## src/hw/pad_pkg.sv

```systemverilog
// Pad count, configuration width, mode codes and the pad index map.
// Every pad mux block and the checker import this package.
`default_nettype none

package pad_pkg;

   localparam int N_PADS    = 32;
   localparam int PAD_CFG_W = 6;

   typedef logic [1:0]           pad_mode_t;
   typedef logic [N_PADS-1:0]    pad_vec_t;
   typedef logic [PAD_CFG_W-1:0] pad_cfg_t;
   typedef logic [3:0]           qspi_t;
   typedef logic [7:0]           cam_data_t;
   typedef logic [3:0]           timer_t;

   // Pad mode codes
   localparam pad_mode_t MODE_FUNC = 2'd0;
   localparam pad_mode_t MODE_GPIO = 2'd1;
   localparam pad_mode_t MODE_ALT2 = 2'd2;
   localparam pad_mode_t MODE_ALT3 = 2'd3;

   ////////////////////////////////////////////////////////////////////////////
   // Pad map, dense, GPIO index equals pad index
   ////////////////////////////////////////////////////////////////////////////

   // SPI master
   localparam int PAD_SPIM_SDIO0 = 0;
   localparam int PAD_SPIM_SDIO1 = 1;
   localparam int PAD_SPIM_SDIO2 = 2;
   localparam int PAD_SPIM_SDIO3 = 3;
   localparam int PAD_SPIM_CSN0  = 4;
   localparam int PAD_SPIM_CSN1  = 5;
   localparam int PAD_SPIM_SCK   = 6;

   // UART
   localparam int PAD_UART_RX    = 7;
   localparam int PAD_UART_TX    = 8;

   // Camera, data bits 0..7 on consecutive pads
   localparam int PAD_CAM_PCLK   = 9;
   localparam int PAD_CAM_HSYNC  = 10;
   localparam int PAD_CAM_DATA0  = 11;
   localparam int PAD_CAM_VSYNC  = 19;

   // SDIO, data bits 0..3 on consecutive pads
   localparam int PAD_SDIO_CLK   = 20;
   localparam int PAD_SDIO_CMD   = 21;
   localparam int PAD_SDIO_DATA0 = 22;

   // I2C bus 0 and I2S slave
   localparam int PAD_I2C0_SDA   = 26;
   localparam int PAD_I2C0_SCL   = 27;
   localparam int PAD_I2S0_SCK   = 28;
   localparam int PAD_I2S0_WS    = 29;
   localparam int PAD_I2S0_SDI   = 30;
   localparam int PAD_I2S1_SDI   = 31;

endpackage

`default_nettype wire

```

## src/hw/pad_out_mux.sv

```systemverilog
// Output value and output enable for every pad, chosen by the pad mode.
// Function and alternate 2 sources are laid out by the pad map first.
`timescale 1ns/10ps
`default_nettype none

module pad_out_mux import pad_pkg::*; (
   input  pad_mode_t  pad_mux_i [N_PADS],
   input  logic       spi_sck_i,
   input  logic [1:0] spi_csn_i,
   input  qspi_t      spi_sdo_i,
   input  qspi_t      spi_oen_i,
   input  logic       uart_tx_i,
   input  logic       sdio_clk_i,
   input  logic       sdio_cmd_i,
   input  logic       sdio_cmd_oen_i,
   input  qspi_t      sdio_data_i,
   input  qspi_t      sdio_data_oen_i,
   input  logic [1:0] i2c_sda_out_i,
   input  logic [1:0] i2c_sda_oe_i,
   input  logic [1:0] i2c_scl_out_i,
   input  logic [1:0] i2c_scl_oe_i,
   input  logic       i2s_sck_i,
   input  logic       i2s_sck_oe_i,
   input  logic       i2s_ws_i,
   input  logic       i2s_ws_oe_i,
   input  timer_t     timer1_i,
   input  timer_t     timer2_i,
   input  timer_t     timer3_i,
   input  pad_vec_t   gpio_out_i,
   input  pad_vec_t   gpio_dir_i,
   output pad_vec_t   pad_out_o,
   output pad_vec_t   pad_oe_o
);

   pad_vec_t func_out;
   pad_vec_t func_oe;
   pad_vec_t alt2_out;
   pad_vec_t alt2_oe;

   ////////////////////////////////////////////////////////////////////////////
   // Function mode sources
   ////////////////////////////////////////////////////////////////////////////
   always_comb begin
      // Input-only pads stay undriven
      func_out = '0;
      func_oe  = '0;
      for (int i = 0; i < 4; i++) begin
         func_out[PAD_SPIM_SDIO0 + i] = spi_sdo_i[i];
         func_oe[PAD_SPIM_SDIO0 + i]  = ~spi_oen_i[i];
         func_out[PAD_SDIO_DATA0 + i] = sdio_data_i[i];
         func_oe[PAD_SDIO_DATA0 + i]  = ~sdio_data_oen_i[i];
      end
      func_out[PAD_SPIM_CSN0] = spi_csn_i[0];
      func_oe[PAD_SPIM_CSN0]  = 1'b1;
      func_out[PAD_SPIM_CSN1] = spi_csn_i[1];
      func_oe[PAD_SPIM_CSN1]  = 1'b1;
      func_out[PAD_SPIM_SCK]  = spi_sck_i;
      func_oe[PAD_SPIM_SCK]   = 1'b1;
      func_out[PAD_UART_TX]   = uart_tx_i;
      func_oe[PAD_UART_TX]    = 1'b1;
      func_out[PAD_SDIO_CLK]  = sdio_clk_i;
      func_oe[PAD_SDIO_CLK]   = 1'b1;
      func_out[PAD_SDIO_CMD]  = sdio_cmd_i;
      func_oe[PAD_SDIO_CMD]   = ~sdio_cmd_oen_i;
      func_out[PAD_I2C0_SDA]  = i2c_sda_out_i[0];
      func_oe[PAD_I2C0_SDA]   = i2c_sda_oe_i[0];
      func_out[PAD_I2C0_SCL]  = i2c_scl_out_i[0];
      func_oe[PAD_I2C0_SCL]   = i2c_scl_oe_i[0];
      func_out[PAD_I2S0_SCK]  = i2s_sck_i;
      func_oe[PAD_I2S0_SCK]   = i2s_sck_oe_i;
      func_out[PAD_I2S0_WS]   = i2s_ws_i;
      func_oe[PAD_I2S0_WS]    = i2s_ws_oe_i;
   end

   ////////////////////////////////////////////////////////////////////////////
   // Alternate 2 sources, I2C bus 1 and timers
   ////////////////////////////////////////////////////////////////////////////
   always_comb begin
      alt2_out = '0;
      alt2_oe  = '0;
      // Three candidate pad pairs for I2C1
      alt2_out[PAD_SPIM_SDIO2]     = i2c_sda_out_i[1];
      alt2_oe[PAD_SPIM_SDIO2]      = i2c_sda_oe_i[1];
      alt2_out[PAD_UART_RX]        = i2c_sda_out_i[1];
      alt2_oe[PAD_UART_RX]         = i2c_sda_oe_i[1];
      alt2_out[PAD_SDIO_DATA0 + 2] = i2c_sda_out_i[1];
      alt2_oe[PAD_SDIO_DATA0 + 2]  = i2c_sda_oe_i[1];
      alt2_out[PAD_SPIM_SDIO3]     = i2c_scl_out_i[1];
      alt2_oe[PAD_SPIM_SDIO3]      = i2c_scl_oe_i[1];
      alt2_out[PAD_UART_TX]        = i2c_scl_out_i[1];
      alt2_oe[PAD_UART_TX]         = i2c_scl_oe_i[1];
      alt2_out[PAD_SDIO_DATA0 + 3] = i2c_scl_out_i[1];
      alt2_oe[PAD_SDIO_DATA0 + 3]  = i2c_scl_oe_i[1];
      // Timers on the 11 camera pads, timer3 bit 3 has no pad
      alt2_out[PAD_CAM_PCLK +: 11] = {timer3_i[2:0], timer2_i, timer1_i};
      alt2_oe[PAD_CAM_PCLK +: 11]  = '1;
   end

   // Per pad mode select
   always_comb begin
      for (int p = 0; p < N_PADS; p++) begin
         case (pad_mux_i[p])
            MODE_FUNC: begin
               pad_out_o[p] = func_out[p];
               pad_oe_o[p]  = func_oe[p];
            end
            MODE_GPIO: begin
               pad_out_o[p] = gpio_out_i[p];
               pad_oe_o[p]  = gpio_dir_i[p];
            end
            MODE_ALT2: begin
               pad_out_o[p] = alt2_out[p];
               pad_oe_o[p]  = alt2_oe[p];
            end
            // Alternate 3 parks the pad
            default: begin
               pad_out_o[p] = 1'b0;
               pad_oe_o[p]  = 1'b0;
            end
         endcase
      end
   end

endmodule

`default_nettype wire

```

## src/hw/pad_in_route.sv

```systemverilog
// Routes pad inputs to the peripherals and to the GPIO block.
// A peripheral sees its pad only in function mode, else its idle level.
`timescale 1ns/10ps
`default_nettype none

module pad_in_route import pad_pkg::*; (
   input  pad_mode_t  pad_mux_i [N_PADS],
   input  pad_vec_t   pad_in_i,
   output qspi_t      spi_sdi_o,
   output qspi_t      sdio_data_o,
   output logic       sdio_cmd_o,
   output logic       uart_rx_o,
   output logic       cam_pclk_o,
   output logic       cam_hsync_o,
   output logic       cam_vsync_o,
   output cam_data_t  cam_data_o,
   output logic [1:0] i2c_sda_in_o,
   output logic [1:0] i2c_scl_in_o,
   output logic       i2s_sck_o,
   output logic       i2s_ws_o,
   output logic       i2s_sd0_o,
   output logic       i2s_sd1_o,
   output pad_vec_t   gpio_in_o
);

   pad_vec_t func_sel;
   pad_vec_t gpio_sel;
   pad_vec_t alt2_sel;
   pad_vec_t func_in;

   // Mode decode per pad
   always_comb begin
      for (int p = 0; p < N_PADS; p++) begin
         func_sel[p] = (pad_mux_i[p] == MODE_FUNC);
         gpio_sel[p] = (pad_mux_i[p] == MODE_GPIO);
         alt2_sel[p] = (pad_mux_i[p] == MODE_ALT2);
      end
   end

   // Inputs that idle low
   assign func_in = pad_in_i & func_sel;

   assign spi_sdi_o = {func_in[PAD_SPIM_SDIO3], func_in[PAD_SPIM_SDIO2],
                       func_in[PAD_SPIM_SDIO1], func_in[PAD_SPIM_SDIO0]};

   assign sdio_cmd_o  = func_in[PAD_SDIO_CMD];
   assign sdio_data_o = func_in[PAD_SDIO_DATA0 +: 4];
   assign cam_pclk_o  = func_in[PAD_CAM_PCLK];
   assign cam_hsync_o = func_in[PAD_CAM_HSYNC];
   assign cam_vsync_o = func_in[PAD_CAM_VSYNC];
   assign cam_data_o  = func_in[PAD_CAM_DATA0 +: 8];
   assign i2s_sck_o   = func_in[PAD_I2S0_SCK];
   assign i2s_ws_o    = func_in[PAD_I2S0_WS];
   assign i2s_sd0_o   = func_in[PAD_I2S0_SDI];
   assign i2s_sd1_o   = func_in[PAD_I2S1_SDI];

   // UART and I2C0 idle high
   assign uart_rx_o       = func_sel[PAD_UART_RX]  ? pad_in_i[PAD_UART_RX]  : 1'b1;
   assign i2c_sda_in_o[0] = func_sel[PAD_I2C0_SDA] ? pad_in_i[PAD_I2C0_SDA] : 1'b1;
   assign i2c_scl_in_o[0] = func_sel[PAD_I2C0_SCL] ? pad_in_i[PAD_I2C0_SCL] : 1'b1;

   // I2C1 takes the lowest alternate 2 pad, bus idles high
   always_comb begin
      if (alt2_sel[PAD_SPIM_SDIO2])
         i2c_sda_in_o[1] = pad_in_i[PAD_SPIM_SDIO2];
      else if (alt2_sel[PAD_UART_RX])
         i2c_sda_in_o[1] = pad_in_i[PAD_UART_RX];
      else if (alt2_sel[PAD_SDIO_DATA0 + 2])
         i2c_sda_in_o[1] = pad_in_i[PAD_SDIO_DATA0 + 2];
      else
         i2c_sda_in_o[1] = 1'b1;

      if (alt2_sel[PAD_SPIM_SDIO3])
         i2c_scl_in_o[1] = pad_in_i[PAD_SPIM_SDIO3];
      else if (alt2_sel[PAD_UART_TX])
         i2c_scl_in_o[1] = pad_in_i[PAD_UART_TX];
      else if (alt2_sel[PAD_SDIO_DATA0 + 3])
         i2c_scl_in_o[1] = pad_in_i[PAD_SDIO_DATA0 + 3];
      else
         i2c_scl_in_o[1] = 1'b1;
   end

   assign gpio_in_o = pad_in_i & gpio_sel;

endmodule

`default_nettype wire

```

## src/hw/pad_cfg_sel.sv

```systemverilog
// Pad configuration select, GPIO owned pads take the GPIO configuration.
`timescale 1ns/10ps
`default_nettype none

module pad_cfg_sel import pad_pkg::*; (
   input  pad_mode_t pad_mux_i  [N_PADS],
   input  pad_cfg_t  pad_cfg_i  [N_PADS],
   input  pad_cfg_t  gpio_cfg_i [N_PADS],
   output pad_cfg_t  pad_cfg_o  [N_PADS]
);

   always_comb begin
      for (int p = 0; p < N_PADS; p++) begin
         if (pad_mux_i[p] == MODE_GPIO) begin
            pad_cfg_o[p] = gpio_cfg_i[p];
         end else begin
            // Function and alternate modes keep the default
            pad_cfg_o[p] = pad_cfg_i[p];
         end
      end
   end

endmodule

`default_nettype wire

```

## src/hw/pad_control.sv

```systemverilog
// Pad mux top level between the peripherals and the pad frame.
// Pure combinational, the pad mode array comes from the pad control registers.
`timescale 1ns/10ps
`default_nettype none

module pad_control import pad_pkg::*; (
   // Mode and configuration
   input  pad_mode_t  pad_mux_i  [N_PADS],
   input  pad_cfg_t   pad_cfg_i  [N_PADS],
   input  pad_cfg_t   gpio_cfg_i [N_PADS],
   output pad_cfg_t   pad_cfg_o  [N_PADS],
   // SPI master
   input  logic       spi_sck_i,
   input  logic [1:0] spi_csn_i,
   input  qspi_t      spi_sdo_i,
   input  qspi_t      spi_oen_i,
   output qspi_t      spi_sdi_o,
   // UART
   input  logic       uart_tx_i,
   output logic       uart_rx_o,
   // SDIO
   input  logic       sdio_clk_i,
   input  logic       sdio_cmd_i,
   input  logic       sdio_cmd_oen_i,
   output logic       sdio_cmd_o,
   input  qspi_t      sdio_data_i,
   input  qspi_t      sdio_data_oen_i,
   output qspi_t      sdio_data_o,
   // Camera
   output logic       cam_pclk_o,
   output logic       cam_hsync_o,
   output logic       cam_vsync_o,
   output cam_data_t  cam_data_o,
   // I2C buses 0 and 1
   input  logic [1:0] i2c_sda_out_i,
   input  logic [1:0] i2c_sda_oe_i,
   output logic [1:0] i2c_sda_in_o,
   input  logic [1:0] i2c_scl_out_i,
   input  logic [1:0] i2c_scl_oe_i,
   output logic [1:0] i2c_scl_in_o,
   // I2S slave
   input  logic       i2s_sck_i,
   input  logic       i2s_sck_oe_i,
   input  logic       i2s_ws_i,
   input  logic       i2s_ws_oe_i,
   output logic       i2s_sck_o,
   output logic       i2s_ws_o,
   output logic       i2s_sd0_o,
   output logic       i2s_sd1_o,
   // Timers
   input  timer_t     timer1_i,
   input  timer_t     timer2_i,
   input  timer_t     timer3_i,
   // GPIO
   input  pad_vec_t   gpio_out_i,
   input  pad_vec_t   gpio_dir_i,
   output pad_vec_t   gpio_in_o,
   // Pad frame
   output pad_vec_t   pad_out_o,
   output pad_vec_t   pad_oe_o,
   input  pad_vec_t   pad_in_i
);

   pad_out_mux u_out_mux (.*);

   pad_in_route u_in_route (.*);

   pad_cfg_sel u_cfg_sel (
      .pad_mux_i  (pad_mux_i),
      .pad_cfg_i  (pad_cfg_i),
      .gpio_cfg_i (gpio_cfg_i),
      .pad_cfg_o  (pad_cfg_o)
   );

endmodule

`default_nettype wire

```

## config.mk

```make
export PLATFORM = sky130hd
export DESIGN_NAME = pad_control
export DESIGN_NICKNAME = d
export VERILOG_FILES = /design/src/hw/pad_pkg.sv /design/src/hw/pad_out_mux.sv /design/src/hw/pad_in_route.sv /design/src/hw/pad_cfg_sel.sv /design/src/hw/pad_control.sv
export SDC_FILE = /design/constraint.sdc
export NUM_CORES = 1
export LEC_CHECK = 0
export ABC_AREA = 1
export CAP_MARGIN = 20
export CORE_AREA = 3 3 356 358
export DETAILED_ROUTE_END_ITERATION = 10
export DIE_AREA = 0 0 359 361
export DONT_BUFFER_PORTS = 1
export GPL_TIMING_DRIVEN = 0
export PLACE_DENSITY = 0.3
export SYNTH_ARGS = -nofsm -noshare
export SYNTH_HDL_FRONTEND = slang
export SYNTH_HIERARCHICAL = 1
export SYNTH_SLANG_ARGS = --single-unit
```

## constraint.sdc

```tcl
create_clock -name vclk -period 1.1
set_input_delay 0.11 -clock vclk [all_inputs]
set_output_delay 0.11 -clock vclk [all_outputs]
set_load 0.005 [all_outputs]
```

; After elaboration in Yosys (flattened, before gate mapping)
; Cells that the tools add are included.
[word_totals]
regBits = 0
input_bits = 591
[classes]
eq_ne = 49
muxes = 105
bitwise = 11
reduce_logical = 32
[ops]
columns = operator, count
row1 = $mux W6, 32
row2 = $pmux W1 S2, 50
row3 = $and A32 B32 Y32, 2
row4 = $eq A2 B1 Y1 const B, 32
row5 = $logic_not A2 Y1, 32
row6 = $eq A2 B2 Y1 const B, 17
row7 = $pmux W1 S3, 10
row8 = $mux W1, 13
row9 = $not A1 Y1, 9

; Depth between registers and ports, before layout
[logic_depth]
ltp_word = 4
ltp_mapped = 6
mapped_depth_nobuf = 6

; By module
; The synthesis kept the hierarchy.
[modules_own_cells]
columns = mod, n_inst, cells_each, area_per_inst_um2
row1 = pad_cfg_sel, 1, 640, 2722.6
row2 = pad_out_mux, 1, 268, 1357.6
row3 = pad_in_route, 1, 124, 573.0

; Worst setup path before layout
; OpenSTA, ideal clock, no wires.
[synth_timing]
path_kind = input to output
start = input pad_mux_i[42] (netlist bit)
end = output pad_out_o[10]
arrival_time_ps = 561
path_slack_ps = 429
stages = 3
cell_sequence = inv_1 > ha_1 > a21oi_1
[synth_via]
elab_chain_len = 2
[synth_rtl]
columns = item, line_no
row1 = "start, declared", pad_control.sv:8  ; input pad_mode_t pad_mux_i [N_PADS],
row2 = $eq A2 B2 Y1 / $eq A2 B1 Y1 (equally long branches), n/a
row3 = $pmux W1 S2 (*), pad_out_mux.sv:102  ; case (pad_mux_i[p])
row4 = "end, declared", pad_control.sv:59  ; output pad_vec_t pad_out_o,
; Every way passes the cells marked *; elsewhere a longest branch is shown, timed or not.

==> results.sh <==
export IMPL_result_of_the_run="complete, but fails checks"
export IMPL_failed_checks="setup timing"
export IMPL_final_util=0.05560
export IMPL_grt_antenna_before_repair=37
export IMPL_synthSimpleGateAreaFrac=0.8016
export IMPL_synth_compound_gate_area_share=0.03872
export IMPL_global_route_wire_length_before_repair_microns=64800
export IMPL_report_final_hold_viol_count=0
export IMPL_cp_slowest_stage_delay_ns=0.42
export IMPL_placeableCoreArea_sq_um=123600
export IMPL_slew_headroom=0.2994
export IMPL_routed_via_density=2.792
export IMPL_die_area_sq_um=129600
export IMPL_setup_tns_final_ns=-0.2302
export IMPL_timing_critical_path_buf_inv=1
export IMPL_timing_critical_path_from_type="input pin"
export IMPL_whs_ns=0.2537
export IMPL_final_min_clock_period_ns=1.215
export IMPL_critical_path_cell_by_cell="inv_1 > nand3_1 > nand2_1"
export IMPL_main_combinational_cell_family_by_area_after_synthesis="simple AND/OR/NAND/NOR gates"
export IMPL_register_area_sq_um=0
export IMPL_synth_net_count=1647
export IMPL_drt_pass1_iterations=5
export IMPL_layout_drive_gt1_share=0.04909
export IMPL_dieWidth_microns=359
export IMPL_portBuffers=0
export IMPL_layout_setup_ws_ns=-0.1150
export IMPL_post_synth_instance_area_sq_um=4653
export IMPL_gpl_final_weighted_congestion=0.9961
export IMPL_worst_hold_path_num_cells=1
export IMPL_share_of_the_synthesized_netlist_area_taken_by_xor_and_xnor_gates=0
export IMPL_place_hpwl_microns=49050
export IMPL_static_leakage_power_nw=3.109
export IMPL_final_period_utilization=1.105
export IMPL_global_route_usage_total=0.07361
export IMPL_grt_start_max_net_pins=15
export IMPL_max_cap_viol_count=0
export IMPL_synth_fa_ha_area_frac=0.06453
export IMPL_nature_of_the_critical_path_endpoint="output pin"
export IMPL_design_portCount=908
export IMPL_setup_viol=3
export IMPL_cpMaxStageDelayCell="nand3_1"
export IMPL_vdd_drop_max_mv=0.07540
export IMPL_finalMaxSlewViolations=0
export IMPL_fin_total_pwr_mw=1.955
export IMPL_hp_class="input pin to output pin"
export IMPL_holdPathEnd="gpio_in_o[26]"
export IMPL_syn_area_per_cell_sq_um=4.509
export IMPL_p_per_area_nw_per_um2=284.4
export IMPL_ys_seq_area_frac=0
export IMPL_postSynthCellCount=1032
export IMPL_first_global_vias=6818
export IMPL_timing_worst_slew_pin_value_ns=1.049
export IMPL_routed_wire_length_per_instance_microns=19.73
export IMPL_seq_cells=0
export IMPL_grt_ovfl_total=0
export IMPL_first_iter_violations=506
export IMPL_critical_path_arrival_ns=1.10
export IMPL_muxShareOfSynthArea=0
export IMPL_required_time_of_the_critical_path_ns=0.99
export IMPL_setup_worst_path_class="input pin to output pin"
export IMPL_floorplan_rows=129
export IMPL_yosys_cell_types_count=12
export IMPL_max_freq_mhz=823.1
export IMPL_initial_utilization=0.03764
export IMPL_yosysWarningCount=6
export IMPL_die_height_microns=361
export IMPL_final_routed_wirelength_microns=53200
export IMPL_critPathMaxFanout=7
export IMPL_nNetsFinal=1656
export IMPL_clock_buffers=0
export IMPL_hp_start="pad_mux_i[11]"
export IMPL_post_route_drc_count=0
export IMPL_detailroute_via_count=7531
export IMPL_path_delay_family="simple AND/OR/NAND/NOR gates"
export IMPL_grt_setup_unrepaired="false"
export IMPL_final_antenna_net_count=0
export IMPL_flow_area_growth_from_synthesis_pct=47.73
## stage by stage
| stage | setup WS [ns] | std cells | cell area, sq um |
|---|---|---|---|
| final | -0.1150 | 2697 | 6874 |
| after global routing | 0.001795 | 2683 | 6839 |
| after CTS | 0.01011 | 2676 | 6808 |
| after detailed placement | -0.9365 | 2673 | 6736 |
| after global placement | -0.8985 | 2669 | 6701 |
| after floorplan | 0.4288 | 1032 | 4653 |
## power by group
group | total (mW) | leakage (nW) | internal (mW) | switching, mW
clock network | 0.00000255 | 0.000135 | 0.00000255 | 0
logic | 1.95 | 3.11 | 0.567 | 1.39
registers | 0 | 0 | 0 | 0
## placed cells by master, fill, tap and decap left out, drive strengths merged
master / netlist / layout
buf: 0 / 7
a21oi: 24 / 24
nor2: 56 / 56
o21bai: 4 / 4
diode: 0 / 21
clkinvlp: 0 / 4
nor3: 16 / 16
o21ai: 6 / 6
nand2: 503 / 503
ha: 24 / 24
nand3: 257 / 257
nor3b: 24 / 24
inv: 118 / 114
## kinds of logic (layout without fill, tap and decap cells)
kind of cell               Yosys count  after routing
AOI/OAI and AO/OA                   34             34
adders and majority gates           24             24
and+or+nand+nor                    856            856
other                                0             21
buffers and inverters              118            125
## layer usage
layer / wire (microns) / vias up / global-route usage / share of wire
met1: 20830 / 3417 / 0.08797 / 0.39
met5: 206 / - / 0 / 0.0039
met4: 1181 / 34 / 0.01305 / 0.022
met3: 7028 / 92 / 0.03708 / 0.13
li1: - / 3374 / - / -
met2: 23960 / 614 / 0.1192 / 0.45
## worst max-delay path by stage
stage	startpoint	endpoint	slack, ns	cells after the start
2_1_floorplan	pad_mux_i[42]	pad_out_o[10]	0.43	3
3_5_place_dp	pad_mux_i[49]	pad_cfg_o[148]	-0.94	4
4_1_cts	pad_mux_i[25]	pad_cfg_o[75]	0.01	4
3_3_place_gp	pad_mux_i[49]	pad_cfg_o[148]	-0.90	4
6_report	pad_mux_i[11]	pad_cfg_o[34]	-0.11	3
5_1_grt	pad_mux_i[25]	pad_cfg_o[75]	0.002	4
## cell usage after synthesis (all sizes together)
cell type  instances  area share
inv              118       0.095
ha                24       0.065
o21ai              6      0.0065
nand3            257        0.28
nand2            503        0.42
nor3              16       0.017
o21bai             4      0.0065
a21oi             24       0.026
nor2              56       0.046
nor3b             24       0.039
## timing repair
item	CTS	global route
buffers inserted	3	0
resized for setup	8	3
hold buffers	0	0
endpoints found under the setup margin	17	8
## area by class of cell
| cell class | instances | area (sq um) |
|---|---|---|
| multi-input combinational | 914 | 4250 |
| inverter | 118 | 457.9 |
| tap | 1637 | 2048 |
| antenna | 21 | 52.55 |
| fill | 14780 | 116800 |
| timing repair buffer | 7 | 65.06 |
Note: power is estimated with default switching activity, not from simulation.
